**config.mk**
```make
export PLATFORM = sky130hd
export DESIGN_NAME = miniCore
export DESIGN_NICKNAME = d
export VERILOG_FILES = /design/src/coreDefs.sv /design/src/decodeBus.sv /design/src/decodeUnit.sv /design/src/executeUnit.sv /design/src/fetchUnit.sv /design/src/hazardUnit.sv /design/src/idExReg.sv /design/src/miniCore.sv /design/src/regFile.sv
export SDC_FILE = /design/constraint.sdc
export NUM_CORES = 2
export LEC_CHECK = 0
export BUFFER_PORTS_ARGS = -buffer_cell sky130_fd_sc_hd__buf_2
export CAP_MARGIN = 25
export CORE_MARGIN = 4
export CORE_UTILIZATION = 45
export CTS_BUF_LIST = sky130_fd_sc_hd__clkbuf_2 sky130_fd_sc_hd__clkbuf_4 sky130_fd_sc_hd__clkbuf_8
export CTS_CLUSTER_DIAMETER = 150
export CTS_CLUSTER_SIZE = 12
export DETAILED_ROUTE_END_ITERATION = 7
export HOLD_SLACK_MARGIN = 0.02
export SKIP_LAST_GASP = 1
export SLEW_MARGIN = 20
export SYNTH_ARGS = -nofsm -noshare
export SYNTH_HDL_FRONTEND = slang
export SYNTH_SLANG_ARGS = --single-unit
```
**constraint.sdc**
```tcl
create_clock -name clk -period 6.68 [get_ports clk]
set_clock_uncertainty 0.05 [all_clocks]
set_input_delay 1.336 -clock clk [delete_from_list [all_inputs] [get_ports clk]]
set_output_delay 1.336 -clock clk [all_outputs]
set_load 0.02 [all_outputs]
```
**src/coreDefs.sv**
```systemverilog
`default_nettype none

package coreDefs;

    // instruction field widths
    localparam int opW   = 6;
    localparam int regW  = 5;
    localparam int immW  = 16;
    localparam int wordW = 32;

    typedef logic [wordW-1:0] word;
    typedef logic [regW-1:0]  regIdx;
    typedef logic [4:0]       shamt;
    typedef logic [opW-1:0]   opcode;

    // primary opcodes
    localparam opcode opRtype = 6'h00;
    localparam opcode opBeq   = 6'h04;
    localparam opcode opBne   = 6'h05;
    localparam opcode opAddiu = 6'h09;
    localparam opcode opOri   = 6'h0d;
    localparam opcode opLui   = 6'h0f;

    // function field of r-type words
    localparam opcode fnSll  = 6'h00;
    localparam opcode fnAddu = 6'h21;
    localparam opcode fnSubu = 6'h23;
    localparam opcode fnAnd  = 6'h24;
    localparam opcode fnOr   = 6'h25;
    localparam opcode fnXor  = 6'h26;
    localparam opcode fnSlt  = 6'h2a;

    localparam word resetPc = 32'h0000_0000;

    // sll $0, $0, 0
    localparam word nopWord = 32'h0000_0000;

    typedef enum logic [2:0] {
        aluAdd,
        aluSub,
        aluAnd,
        aluOr,
        aluXor,
        aluSlt,
        aluSll,
        aluLui
    } aluOp;

endpackage

`default_nettype wire

```
**src/decodeBus.sv**
```systemverilog
`default_nettype none

interface decodeBus import coreDefs::*; ();
    logic  valid;
    word   pc;
    regIdx rs;
    regIdx rt;
    // destination, already chosen between rd and rt
    regIdx rd;
    word   rsVal;
    word   rtVal;
    word   imm;
    shamt  sa;
    aluOp  aluSel;
    logic  useImm;
    logic  regWe;
    logic  isBeq;
    logic  isBne;

    modport src (output valid, pc, rs, rt, rd, rsVal, rtVal, imm,
                 output sa, aluSel, useImm, regWe, isBeq, isBne);

    modport dst (input valid, pc, rs, rt, rd, rsVal, rtVal, imm,
                 input sa, aluSel, useImm, regWe, isBeq, isBne);
endinterface

`default_nettype wire

```
**src/decodeUnit.sv**
```systemverilog
`default_nettype none

module decodeUnit import coreDefs::*; (
    input  wire word   instrF,
    input  wire word   pcF,
    input  wire        validF,
    output regIdx      raddrA,
    output regIdx      raddrB,
    input  wire word   rdataA,
    input  wire word   rdataB,
    decodeBus.src      dec
);
    opcode           op;
    opcode           fn;
    regIdx           rsF;
    regIdx           rtF;
    regIdx           rdF;
    regIdx           dest;
    logic [immW-1:0] imm16;
    aluOp            sel;
    logic            useImm;
    logic            writes;
    logic            toRt;
    logic            zeroExt;
    logic            isBeq;
    logic            isBne;

    assign op    = instrF[31:26];
    assign rsF   = instrF[25:21];
    assign rtF   = instrF[20:16];
    assign rdF   = instrF[15:11];
    assign fn    = instrF[5:0];
    assign imm16 = instrF[immW-1:0];

    always_comb begin
        sel     = aluAdd;
        useImm  = 1'b0;
        writes  = 1'b0;
        toRt    = 1'b0;
        zeroExt = 1'b0;
        isBeq   = 1'b0;
        isBne   = 1'b0;
        case (op)
            opRtype: begin
                writes = 1'b1;
                case (fn)
                    fnAddu:  sel = aluAdd;
                    fnSubu:  sel = aluSub;
                    fnAnd:   sel = aluAnd;
                    fnOr:    sel = aluOr;
                    fnXor:   sel = aluXor;
                    fnSlt:   sel = aluSlt;
                    fnSll:   sel = aluSll;
                    default: writes = 1'b0;
                endcase
            end
            opAddiu: begin
                useImm = 1'b1;
                writes = 1'b1;
                toRt   = 1'b1;
            end
            opOri: begin
                sel     = aluOr;
                useImm  = 1'b1;
                writes  = 1'b1;
                toRt    = 1'b1;
                zeroExt = 1'b1;
            end
            opLui: begin
                sel    = aluLui;
                useImm = 1'b1;
                writes = 1'b1;
                toRt   = 1'b1;
            end
            opBeq:   isBeq = 1'b1;
            opBne:   isBne = 1'b1;
            // anything else retires as a no-op
            default: writes = 1'b0;
        endcase
    end

    assign dest   = toRt ? rtF : rdF;
    assign raddrA = rsF;
    assign raddrB = rtF;

    assign dec.valid  = validF;
    assign dec.pc     = pcF;
    assign dec.rs     = rsF;
    assign dec.rt     = rtF;
    assign dec.rd     = dest;
    assign dec.rsVal  = rdataA;
    assign dec.rtVal  = rdataB;
    assign dec.imm    = zeroExt ? {{(wordW-immW){1'b0}}, imm16}
                                : {{(wordW-immW){imm16[immW-1]}}, imm16};
    assign dec.sa     = instrF[10:6];
    assign dec.aluSel = sel;
    assign dec.useImm = useImm;
    assign dec.regWe  = writes && (dest != '0);
    assign dec.isBeq  = isBeq;
    assign dec.isBne  = isBne;

endmodule

`default_nettype wire

```
**src/executeUnit.sv**
```systemverilog
`default_nettype none

module executeUnit import coreDefs::*; (
    input  wire        clk,
    input  wire        rstN,
    input  wire        stallE,
    decodeBus.dst      ex,
    input  wire        fwdA,
    input  wire        fwdB,
    output logic       branchTaken,
    output word        branchTarget,
    output logic       wbRegWe,
    output logic       retireValid,
    output word        retirePc,
    output logic       retireWe,
    output regIdx      retireReg,
    output word        retireData,
    input  wire        retireReady
);
    word  opA;
    word  opB;
    word  rtFwd;
    word  aluRes;
    logic same;

    // writeback result bypasses the stale register values
    assign opA   = fwdA ? retireData : ex.rsVal;
    assign rtFwd = fwdB ? retireData : ex.rtVal;
    assign opB   = ex.useImm ? ex.imm : rtFwd;

    always_comb begin
        case (ex.aluSel)
            aluAdd:  aluRes = opA + opB;
            aluSub:  aluRes = opA - opB;
            aluAnd:  aluRes = opA & opB;
            aluOr:   aluRes = opA | opB;
            aluXor:  aluRes = opA ^ opB;
            aluSlt:  aluRes = {{(wordW-1){1'b0}}, $signed(opA) < $signed(opB)};
            aluSll:  aluRes = opB << ex.sa;
            aluLui:  aluRes = {opB[immW-1:0], {immW{1'b0}}};
            default: aluRes = '0;
        endcase
    end

    // branches compare rs with rt, never with the immediate
    assign same         = (opA == rtFwd);
    assign branchTaken  = ex.valid && ((ex.isBeq && same) || (ex.isBne && !same));
    assign branchTarget = ex.pc + 32'd4 + {ex.imm[wordW-3:0], 2'b00};

    // writeback stage, presented directly as the retire port
    always_ff @(posedge clk or negedge rstN) begin
        if (!rstN) begin
            retireValid <= 1'b0;
            retireWe    <= 1'b0;
        end else if (!stallE) begin
            retireValid <= ex.valid;
            retireWe    <= ex.valid && ex.regWe;
        end
    end

    always_ff @(posedge clk) begin
        if (!stallE) begin
            retirePc   <= ex.pc;
            retireReg  <= ex.rd;
            retireData <= aluRes;
        end
    end

    // register file only changes on an accepted retire
    assign wbRegWe = retireValid && retireReady && retireWe;

    retireHeld: assert property (@(posedge clk) disable iff (!rstN)
        retireValid && !retireReady |=>
            retireValid && $stable({retirePc, retireWe, retireReg, retireData}));

endmodule

`default_nettype wire

```
**src/fetchUnit.sv**
```systemverilog
`default_nettype none

module fetchUnit import coreDefs::*; (
    input  wire        clk,
    input  wire        rstN,
    output logic       wbCyc,
    output logic       wbStb,
    output logic       wbWe,
    output word        wbAdr,
    input  wire word   wbDatI,
    input  wire        wbAck,
    input  wire        stallE,
    input  wire        flushE,
    input  wire        branchTaken,
    input  wire word   branchTarget,
    output word        instrF,
    output word        pcF,
    output logic       validF
);
    typedef enum logic [1:0] {fsIdle, fsBusy, fsDiscard} fetchState;

    fetchState state;
    word       pc;
    word       adr;
    logic      canTake;
    logic      redirect;

    // register can fill unless it holds a word that decode cannot pass on
    assign canTake  = !(validF && stallE);
    assign redirect = flushE && branchTaken;

    assign wbCyc = (state != fsIdle);
    assign wbStb = wbCyc;
    assign wbWe  = 1'b0;
    assign wbAdr = adr;

    always_ff @(posedge clk or negedge rstN) begin
        if (!rstN) begin
            state <= fsIdle;
            pc    <= resetPc;
            adr   <= resetPc;
        end else begin
            case (state)
                fsIdle: begin
                    if (redirect) begin
                        pc <= branchTarget;
                    end else if (canTake) begin
                        adr   <= pc;
                        state <= fsBusy;
                    end
                end
                fsBusy: begin
                    if (redirect) begin
                        pc    <= branchTarget;
                        state <= wbAck ? fsIdle : fsDiscard;
                    end else if (wbAck) begin
                        // a blocked word is simply fetched again later
                        if (canTake) begin
                            pc <= adr + 32'd4;
                        end
                        state <= fsIdle;
                    end
                end
                fsDiscard: begin
                    if (redirect) begin
                        pc <= branchTarget;
                    end
                    if (wbAck) begin
                        state <= fsIdle;
                    end
                end
                default: state <= fsIdle;
            endcase
        end
    end

    // fetch/decode register
    always_ff @(posedge clk or negedge rstN) begin
        if (!rstN) begin
            validF <= 1'b0;
            instrF <= nopWord;
            pcF    <= resetPc;
        end else if (flushE) begin
            validF <= 1'b0;
            instrF <= nopWord;
        end else if (state == fsBusy && wbAck && canTake) begin
            validF <= 1'b1;
            instrF <= wbDatI;
            pcF    <= adr;
        end else if (!stallE) begin
            // word moved on into decode
            validF <= 1'b0;
        end
    end

    // classic cycle keeps its request and address until ack
    adrHeld: assert property (@(posedge clk) disable iff (!rstN)
        wbStb && !wbAck |=> wbStb && $stable(wbAdr));

endmodule

`default_nettype wire

```
**src/hazardUnit.sv**
```systemverilog
`default_nettype none

module hazardUnit import coreDefs::*; (
    input  wire        wbValid,
    input  wire        wbWe,
    input  wire regIdx wbReg,
    input  wire regIdx exRs,
    input  wire regIdx exRt,
    input  wire        retireReady,
    input  wire        branchTaken,
    output logic       stallE,
    output logic       flushE,
    output logic       fwdA,
    output logic       fwdB
);
    logic wbWrites;

    // retire port back-pressure freezes everything behind writeback
    assign stallE = wbValid && !retireReady;

    // redirect only once the branch is free to move on
    assign flushE = branchTaken && !stallE;

    // r0 is never forwarded
    assign wbWrites = wbValid && wbWe && (wbReg != '0);
    assign fwdA     = wbWrites && (wbReg == exRs);
    assign fwdB     = wbWrites && (wbReg == exRt);

endmodule

`default_nettype wire

```
**src/idExReg.sv**
```systemverilog
`default_nettype none

module idExReg import coreDefs::*; (
    input  wire   clk,
    input  wire   rstN,
    input  wire   stallE,
    input  wire   flushE,
    decodeBus.dst d,
    decodeBus.src e
);
    always_ff @(posedge clk or negedge rstN) begin
        if (!rstN) begin
            e.valid  <= 1'b0;
            e.pc     <= '0;
            e.rs     <= '0;
            e.rt     <= '0;
            e.rd     <= '0;
            e.rsVal  <= '0;
            e.rtVal  <= '0;
            e.imm    <= '0;
            e.sa     <= '0;
            e.aluSel <= aluAdd;
            e.useImm <= 1'b0;
            e.regWe  <= 1'b0;
            e.isBeq  <= 1'b0;
            e.isBne  <= 1'b0;
        end else if (flushE) begin
            // squashed slot becomes a bubble
            e.valid  <= 1'b0;
            e.pc     <= '0;
            e.rs     <= '0;
            e.rt     <= '0;
            e.rd     <= '0;
            e.rsVal  <= '0;
            e.rtVal  <= '0;
            e.imm    <= '0;
            e.sa     <= '0;
            e.aluSel <= aluAdd;
            e.useImm <= 1'b0;
            e.regWe  <= 1'b0;
            e.isBeq  <= 1'b0;
            e.isBne  <= 1'b0;
        end else if (!stallE) begin
            e.valid  <= d.valid;
            e.pc     <= d.pc;
            e.rs     <= d.rs;
            e.rt     <= d.rt;
            e.rd     <= d.rd;
            e.rsVal  <= d.rsVal;
            e.rtVal  <= d.rtVal;
            e.imm    <= d.imm;
            e.sa     <= d.sa;
            e.aluSel <= d.aluSel;
            e.useImm <= d.useImm;
            e.regWe  <= d.regWe;
            e.isBeq  <= d.isBeq;
            e.isBne  <= d.isBne;
        end
    end

    // a held branch must not redirect fetch
    noStallFlush: assert property (@(posedge clk) disable iff (!rstN) !(stallE && flushE));

endmodule

`default_nettype wire

```
**src/miniCore.sv**
```systemverilog
`default_nettype none

module miniCore import coreDefs::*; (
    input  wire        clk,
    input  wire        rstN,
    output logic       wbCyc,
    output logic       wbStb,
    output logic       wbWe,
    output word        wbAdr,
    input  wire word   wbDatI,
    input  wire        wbAck,
    output logic       retireValid,
    input  wire        retireReady,
    output word        retirePc,
    output logic       retireWe,
    output regIdx      retireReg,
    output word        retireData
);
    word   instrF;
    word   pcF;
    logic  validF;
    regIdx raddrA;
    regIdx raddrB;
    word   rdataA;
    word   rdataB;
    logic  stallE;
    logic  flushE;
    logic  fwdA;
    logic  fwdB;
    logic  branchTaken;
    word   branchTarget;
    logic  wbRegWe;

    decodeBus idBus ();
    decodeBus exBus ();

    fetchUnit uFetch (
        .clk(clk), .rstN(rstN),
        .wbCyc(wbCyc), .wbStb(wbStb), .wbWe(wbWe), .wbAdr(wbAdr),
        .wbDatI(wbDatI), .wbAck(wbAck),
        .stallE(stallE), .flushE(flushE),
        .branchTaken(branchTaken), .branchTarget(branchTarget),
        .instrF(instrF), .pcF(pcF), .validF(validF)
    );

    regFile uRegs (
        .clk(clk), .rstN(rstN),
        .raddrA(raddrA), .raddrB(raddrB), .rdataA(rdataA), .rdataB(rdataB),
        .we(wbRegWe), .waddr(retireReg), .wdata(retireData)
    );

    decodeUnit uDecode (
        .instrF(instrF), .pcF(pcF), .validF(validF),
        .raddrA(raddrA), .raddrB(raddrB), .rdataA(rdataA), .rdataB(rdataB),
        .dec(idBus.src)
    );

    idExReg uIdEx (
        .clk(clk), .rstN(rstN), .stallE(stallE), .flushE(flushE),
        .d(idBus.dst), .e(exBus.src)
    );

    executeUnit uExec (
        .clk(clk), .rstN(rstN), .stallE(stallE), .ex(exBus.dst),
        .fwdA(fwdA), .fwdB(fwdB),
        .branchTaken(branchTaken), .branchTarget(branchTarget), .wbRegWe(wbRegWe),
        .retireValid(retireValid), .retirePc(retirePc), .retireWe(retireWe),
        .retireReg(retireReg), .retireData(retireData), .retireReady(retireReady)
    );

    hazardUnit uHazard (
        .wbValid(retireValid), .wbWe(retireWe), .wbReg(retireReg),
        .exRs(exBus.rs), .exRt(exBus.rt),
        .retireReady(retireReady), .branchTaken(branchTaken),
        .stallE(stallE), .flushE(flushE), .fwdA(fwdA), .fwdB(fwdB)
    );

endmodule

`default_nettype wire

```
**src/regFile.sv**
```systemverilog
`default_nettype none

module regFile import coreDefs::*; (
    input  wire        clk,
    input  wire        rstN,
    input  wire regIdx raddrA,
    input  wire regIdx raddrB,
    output word        rdataA,
    output word        rdataB,
    input  wire        we,
    input  wire regIdx waddr,
    input  wire word   wdata
);
    word regs [2**regW];

    always_ff @(posedge clk or negedge rstN) begin
        if (!rstN) begin
            for (int i = 0; i < 2**regW; i++) begin
                regs[i] <= '0;
            end
        end else if (we && waddr != '0) begin
            regs[waddr] <= wdata;
        end
    end

    // r0 reads zero, a write in flight is seen by decode at once
    assign rdataA = (raddrA == '0) ? '0 :
                    (we && waddr == raddrA) ? wdata : regs[raddrA];
    assign rdataB = (raddrB == '0) ? '0 :
                    (we && waddr == raddrB) ? wdata : regs[raddrB];

endmodule

`default_nettype wire

```
==> results.toml <==
[yosys]
syn_nets = 6519
synthMuxAreaShare_pct = 33.9
ys.flop_type = "dfrtp_1"
synth_cells = 6326
ys.warnings.count = 0
synth_fa_ha_area_share_pct = 2.53
async_flop_share_pct = 94.9
ys_seq_elements = 1362
synthTopCellsByArea = "dfrtp_1, mux4_2, mux2_2, nand2_1, o21ai_0"
synth_top_area_share_pct = 41.2
yosys.area_share.simple_pct = 5.85
synth_compound_area_share_pct = 8.45
yosys.area.top_type = "dfrtp_1"
netlist-cell-type-count = 90
seq_area_frac_synth_pct = 43.8
synth-edff-count = 69
synth.avg_cell_area_um2 = 12.4
synth_top_family_by_area = "multiplexers"
syn_area_um2 = 78600
synth_xor_area_share_pct = 1.47

[timing]
rsz0062_at_grt = "false"
period_needed_ns = 6.20
hold_violations = 0
final-max-slew-violation-count = 0
max-slew-margin-rel_pct = 21.5
final.period_utilization_pct = 92.8
tightestPinTransition_ns = 1.18
max_freq_mhz = 161
whs_ns = 0.342
setup_violations = 0
setup_ws_ns = 0.479
tns_ns = 0

[power_and_ir_drop]
seqPwrFrac_pct = 36.9
cell_internal_pwr_w = 0.0161
cellPowerDensity_nw_per_um2 = 343
p_leak_nw = 37.2
ir_drop_mv = 0.285
switching_share_pct = 44.0
power_w = 0.0288
p_clk_share_pct = 17.6
p_sw_w = 0.0127
comb_power_share_pct = 45.5

[drt]
drt_iter0_markers = 6521
firstDrtPassIters = 7
avgViaCountPerCell = 6.52
routed_wl_um = 266000
route.detailed.drc = 0
num_vias = 55700
routedWlPerCell_um = 31.2
antenna_left = 0

[cts]
post_cts_buffers = 0
cts_sinks = 1362
cts-buffers-inserted = 132
hold_buffers = 0
cts_tree = "built"
clk_latency_ns = 0.93
cts_root_buf = "clkbuf_8"
cts-resized-gates = 0
clkTransAtPathRegs_ns = 0.11
cts_buffer_depth = 3
ctsHtreeMaxLevel = 4

[die]
io_pins = 142
die_w_um = 426
die_height_um = 426
core_area_um2 = 174000
die-area_um2 = 181000
num_rows = 153
initial_utilization_pct = 45.2

[setup_path]
crit_type = "flip-flop to flip-flop"
crit_fanout = 41
crit_path_start_kind = "flip-flop"
end_kind = "flip-flop"
worst_ep_required_time_ns = 7.30
worstPathArrival_ns = 6.82

[cells_and_area]
drive_gt1_share_pct = 34.0
final_net_count = 6358
fin_util_pct = 48.3
area_delta_synth_final_pct = 6.85
fill_cells = 15600

[placed_design]
placement.setup.worst_slack_ns = 0.697
io_buffers = 140
gp_congestion = 1.00
dpl.hpwl_um = 171000

[grt]
grt_usage_pct = 29.2
grt_max_degree = 155
grt_overflow = 0
antenna_found_initial = 11
grt_pass1_wl_um = 391000
grt_pass1_vias = 54700

[job]
cap_viol_max_count = 0

[status]
outcome = "completed"

[hold_path]
hold_path_class = "input pin to asynchronous set/reset pin"
==> cells in the mapped netlist, drive strengths merged, types with 52 or more instances <==
cell    count
mux2i     161
nand3      59
a21oi     216
a21o       52
mux2      886
nor2      187
xor2       58
xnor2      74
nand2     648
dfrtp    1293
clkbuf    485
mux4      664
o21ai     489
ha        154
edfxtp     69
inv       169
buf       135
==> cells by family (layout without fill, tap and decap cells) <==
kind of cell | count (synthesis) | after routing
XOR/XNOR | 132 | 132
multiplexers | 1711 | 1711
AO/OA/AOI/OAI | 1096 | 1096
other | 1 | 10
adder cells (fa/ha/maj) | 157 | 157
flip-flops | 1362 | 1362
AND/OR/NAND/NOR | 1078 | 1078
buffers and inverters | 789 | 662
==> power groups by stage <==
| stage | Sequential (W) | Combinational (W) | Clock [W] |
|---|---|---|---|
| after floorplan | 0.0104 | 0.00866 | 0 |
| after global placement | 0.0108 | 0.0129 | 0 |
| after detailed placement | 0.0108 | 0.0130 | 0 |
| after CTS | 0.0106 | 0.0130 | 0.00520 |
| after global routing | 0.0107 | 0.0139 | 0.00550 |
| final | 0.0106 | 0.0131 | 0.00507 |
==> metal layers <==
metal  wire (um)  vias to the layer above  global-route usage [%]
met5           0                        -                       0
met4        9640                        0                    9.79
met3       21800                      487                    5.64
met2      120000                     2476                    44.1
met1      115000                    29500                    42.6
li1            -                    23100                       -
==> area by class of cell <==
class                   count  area, um^2  area share, %
repair buffers            325        2450           2.92
clock buffers             154        2010           2.39
multi-input cells        4175       41300           49.2
inverters                 169         639          0.761
flip-flops and latches   1362       34500           41.0
well taps                2325        2910           3.46
diodes                      9        22.5         0.0268
clock inverters            14         174          0.207
==> per-stage QoR <==
| step | instance area, um^2 | cells |
|---|---|---|
| after floorplan | 78600 | 6326 |
| after global placement | 81700 | 8349 |
| after detailed placement | 81800 | 8355 |
| after CTS | 83900 | 8523 |
| after global routing | 84000 | 8527 |
| final | 84000 | 8533 |
==> critical path: stages, from the launching register on <==
cell       delay (ns)
edfxtp_1         0.57
or2_2            0.53
o211ai_4         0.33
or2_4            0.55
mux2i_1          0.47
inv_1            0.12
ha_1             0.39
inv_1            0.13
a21oi_1          0.28
o21ai_0          0.16
a21o_1           0.25
a21oi_1          0.32
a2111oi_0        0.25
o31ai_1          0.71
nand2b_1         0.11
a221oi_1         0.30
o21ai_0          0.14
a31o_2           0.27
==> path summary, 6_finish.rpt <==
kind	from	endpoint	slack [ns]	depth (start not counted)
max	uExec.retireReg[0]	uExec.retireData[28]	0.48	17
min	rstN	uRegs.regs[706]	0.34	1
max reg2reg	uExec.retireReg[0]	uExec.retireData[28]	0.48	17
min reg2reg	uRegs.regs[995]	uRegs.regs[995]	0.35	0
max in group asynchronous	rstN	uRegs.regs[886]	4.78	2
min in group clk	uRegs.regs[995]	uRegs.regs[995]	0.35	0
==> placed cells by master (no fill, tap or decap), types with 56 or more instances in the layout <==
cell and instances:
clkbuf_8 136, buf_4 156, xor2_1 58, mux2i_1 161
edfxtp_1 69, mux2_2 841, buf_2 141, o21ai_0 480
ha_1 154, nand3_1 56, dfrtp_1 1280, xnor2_1 74
a21oi_1 216, nor2_1 163, mux4_2 664, nand2_1 641
inv_1 166
==> sequential cells by signal (all words and copies together), names as in the netlist, 13 cells and up <==
name,flops
uExec.retireData,32
uExec.retirePc,32
uFetch.instrF,32
uFetch.pc,32
uFetch.pcF,32
uFetch.wbAdr,32
uIdEx.e.imm,13
uIdEx.e.pc,32
uIdEx.e.rsVal,32
uIdEx.e.rtVal,32
uRegs.regs,1024
Power figures use the tool's default switching activity.
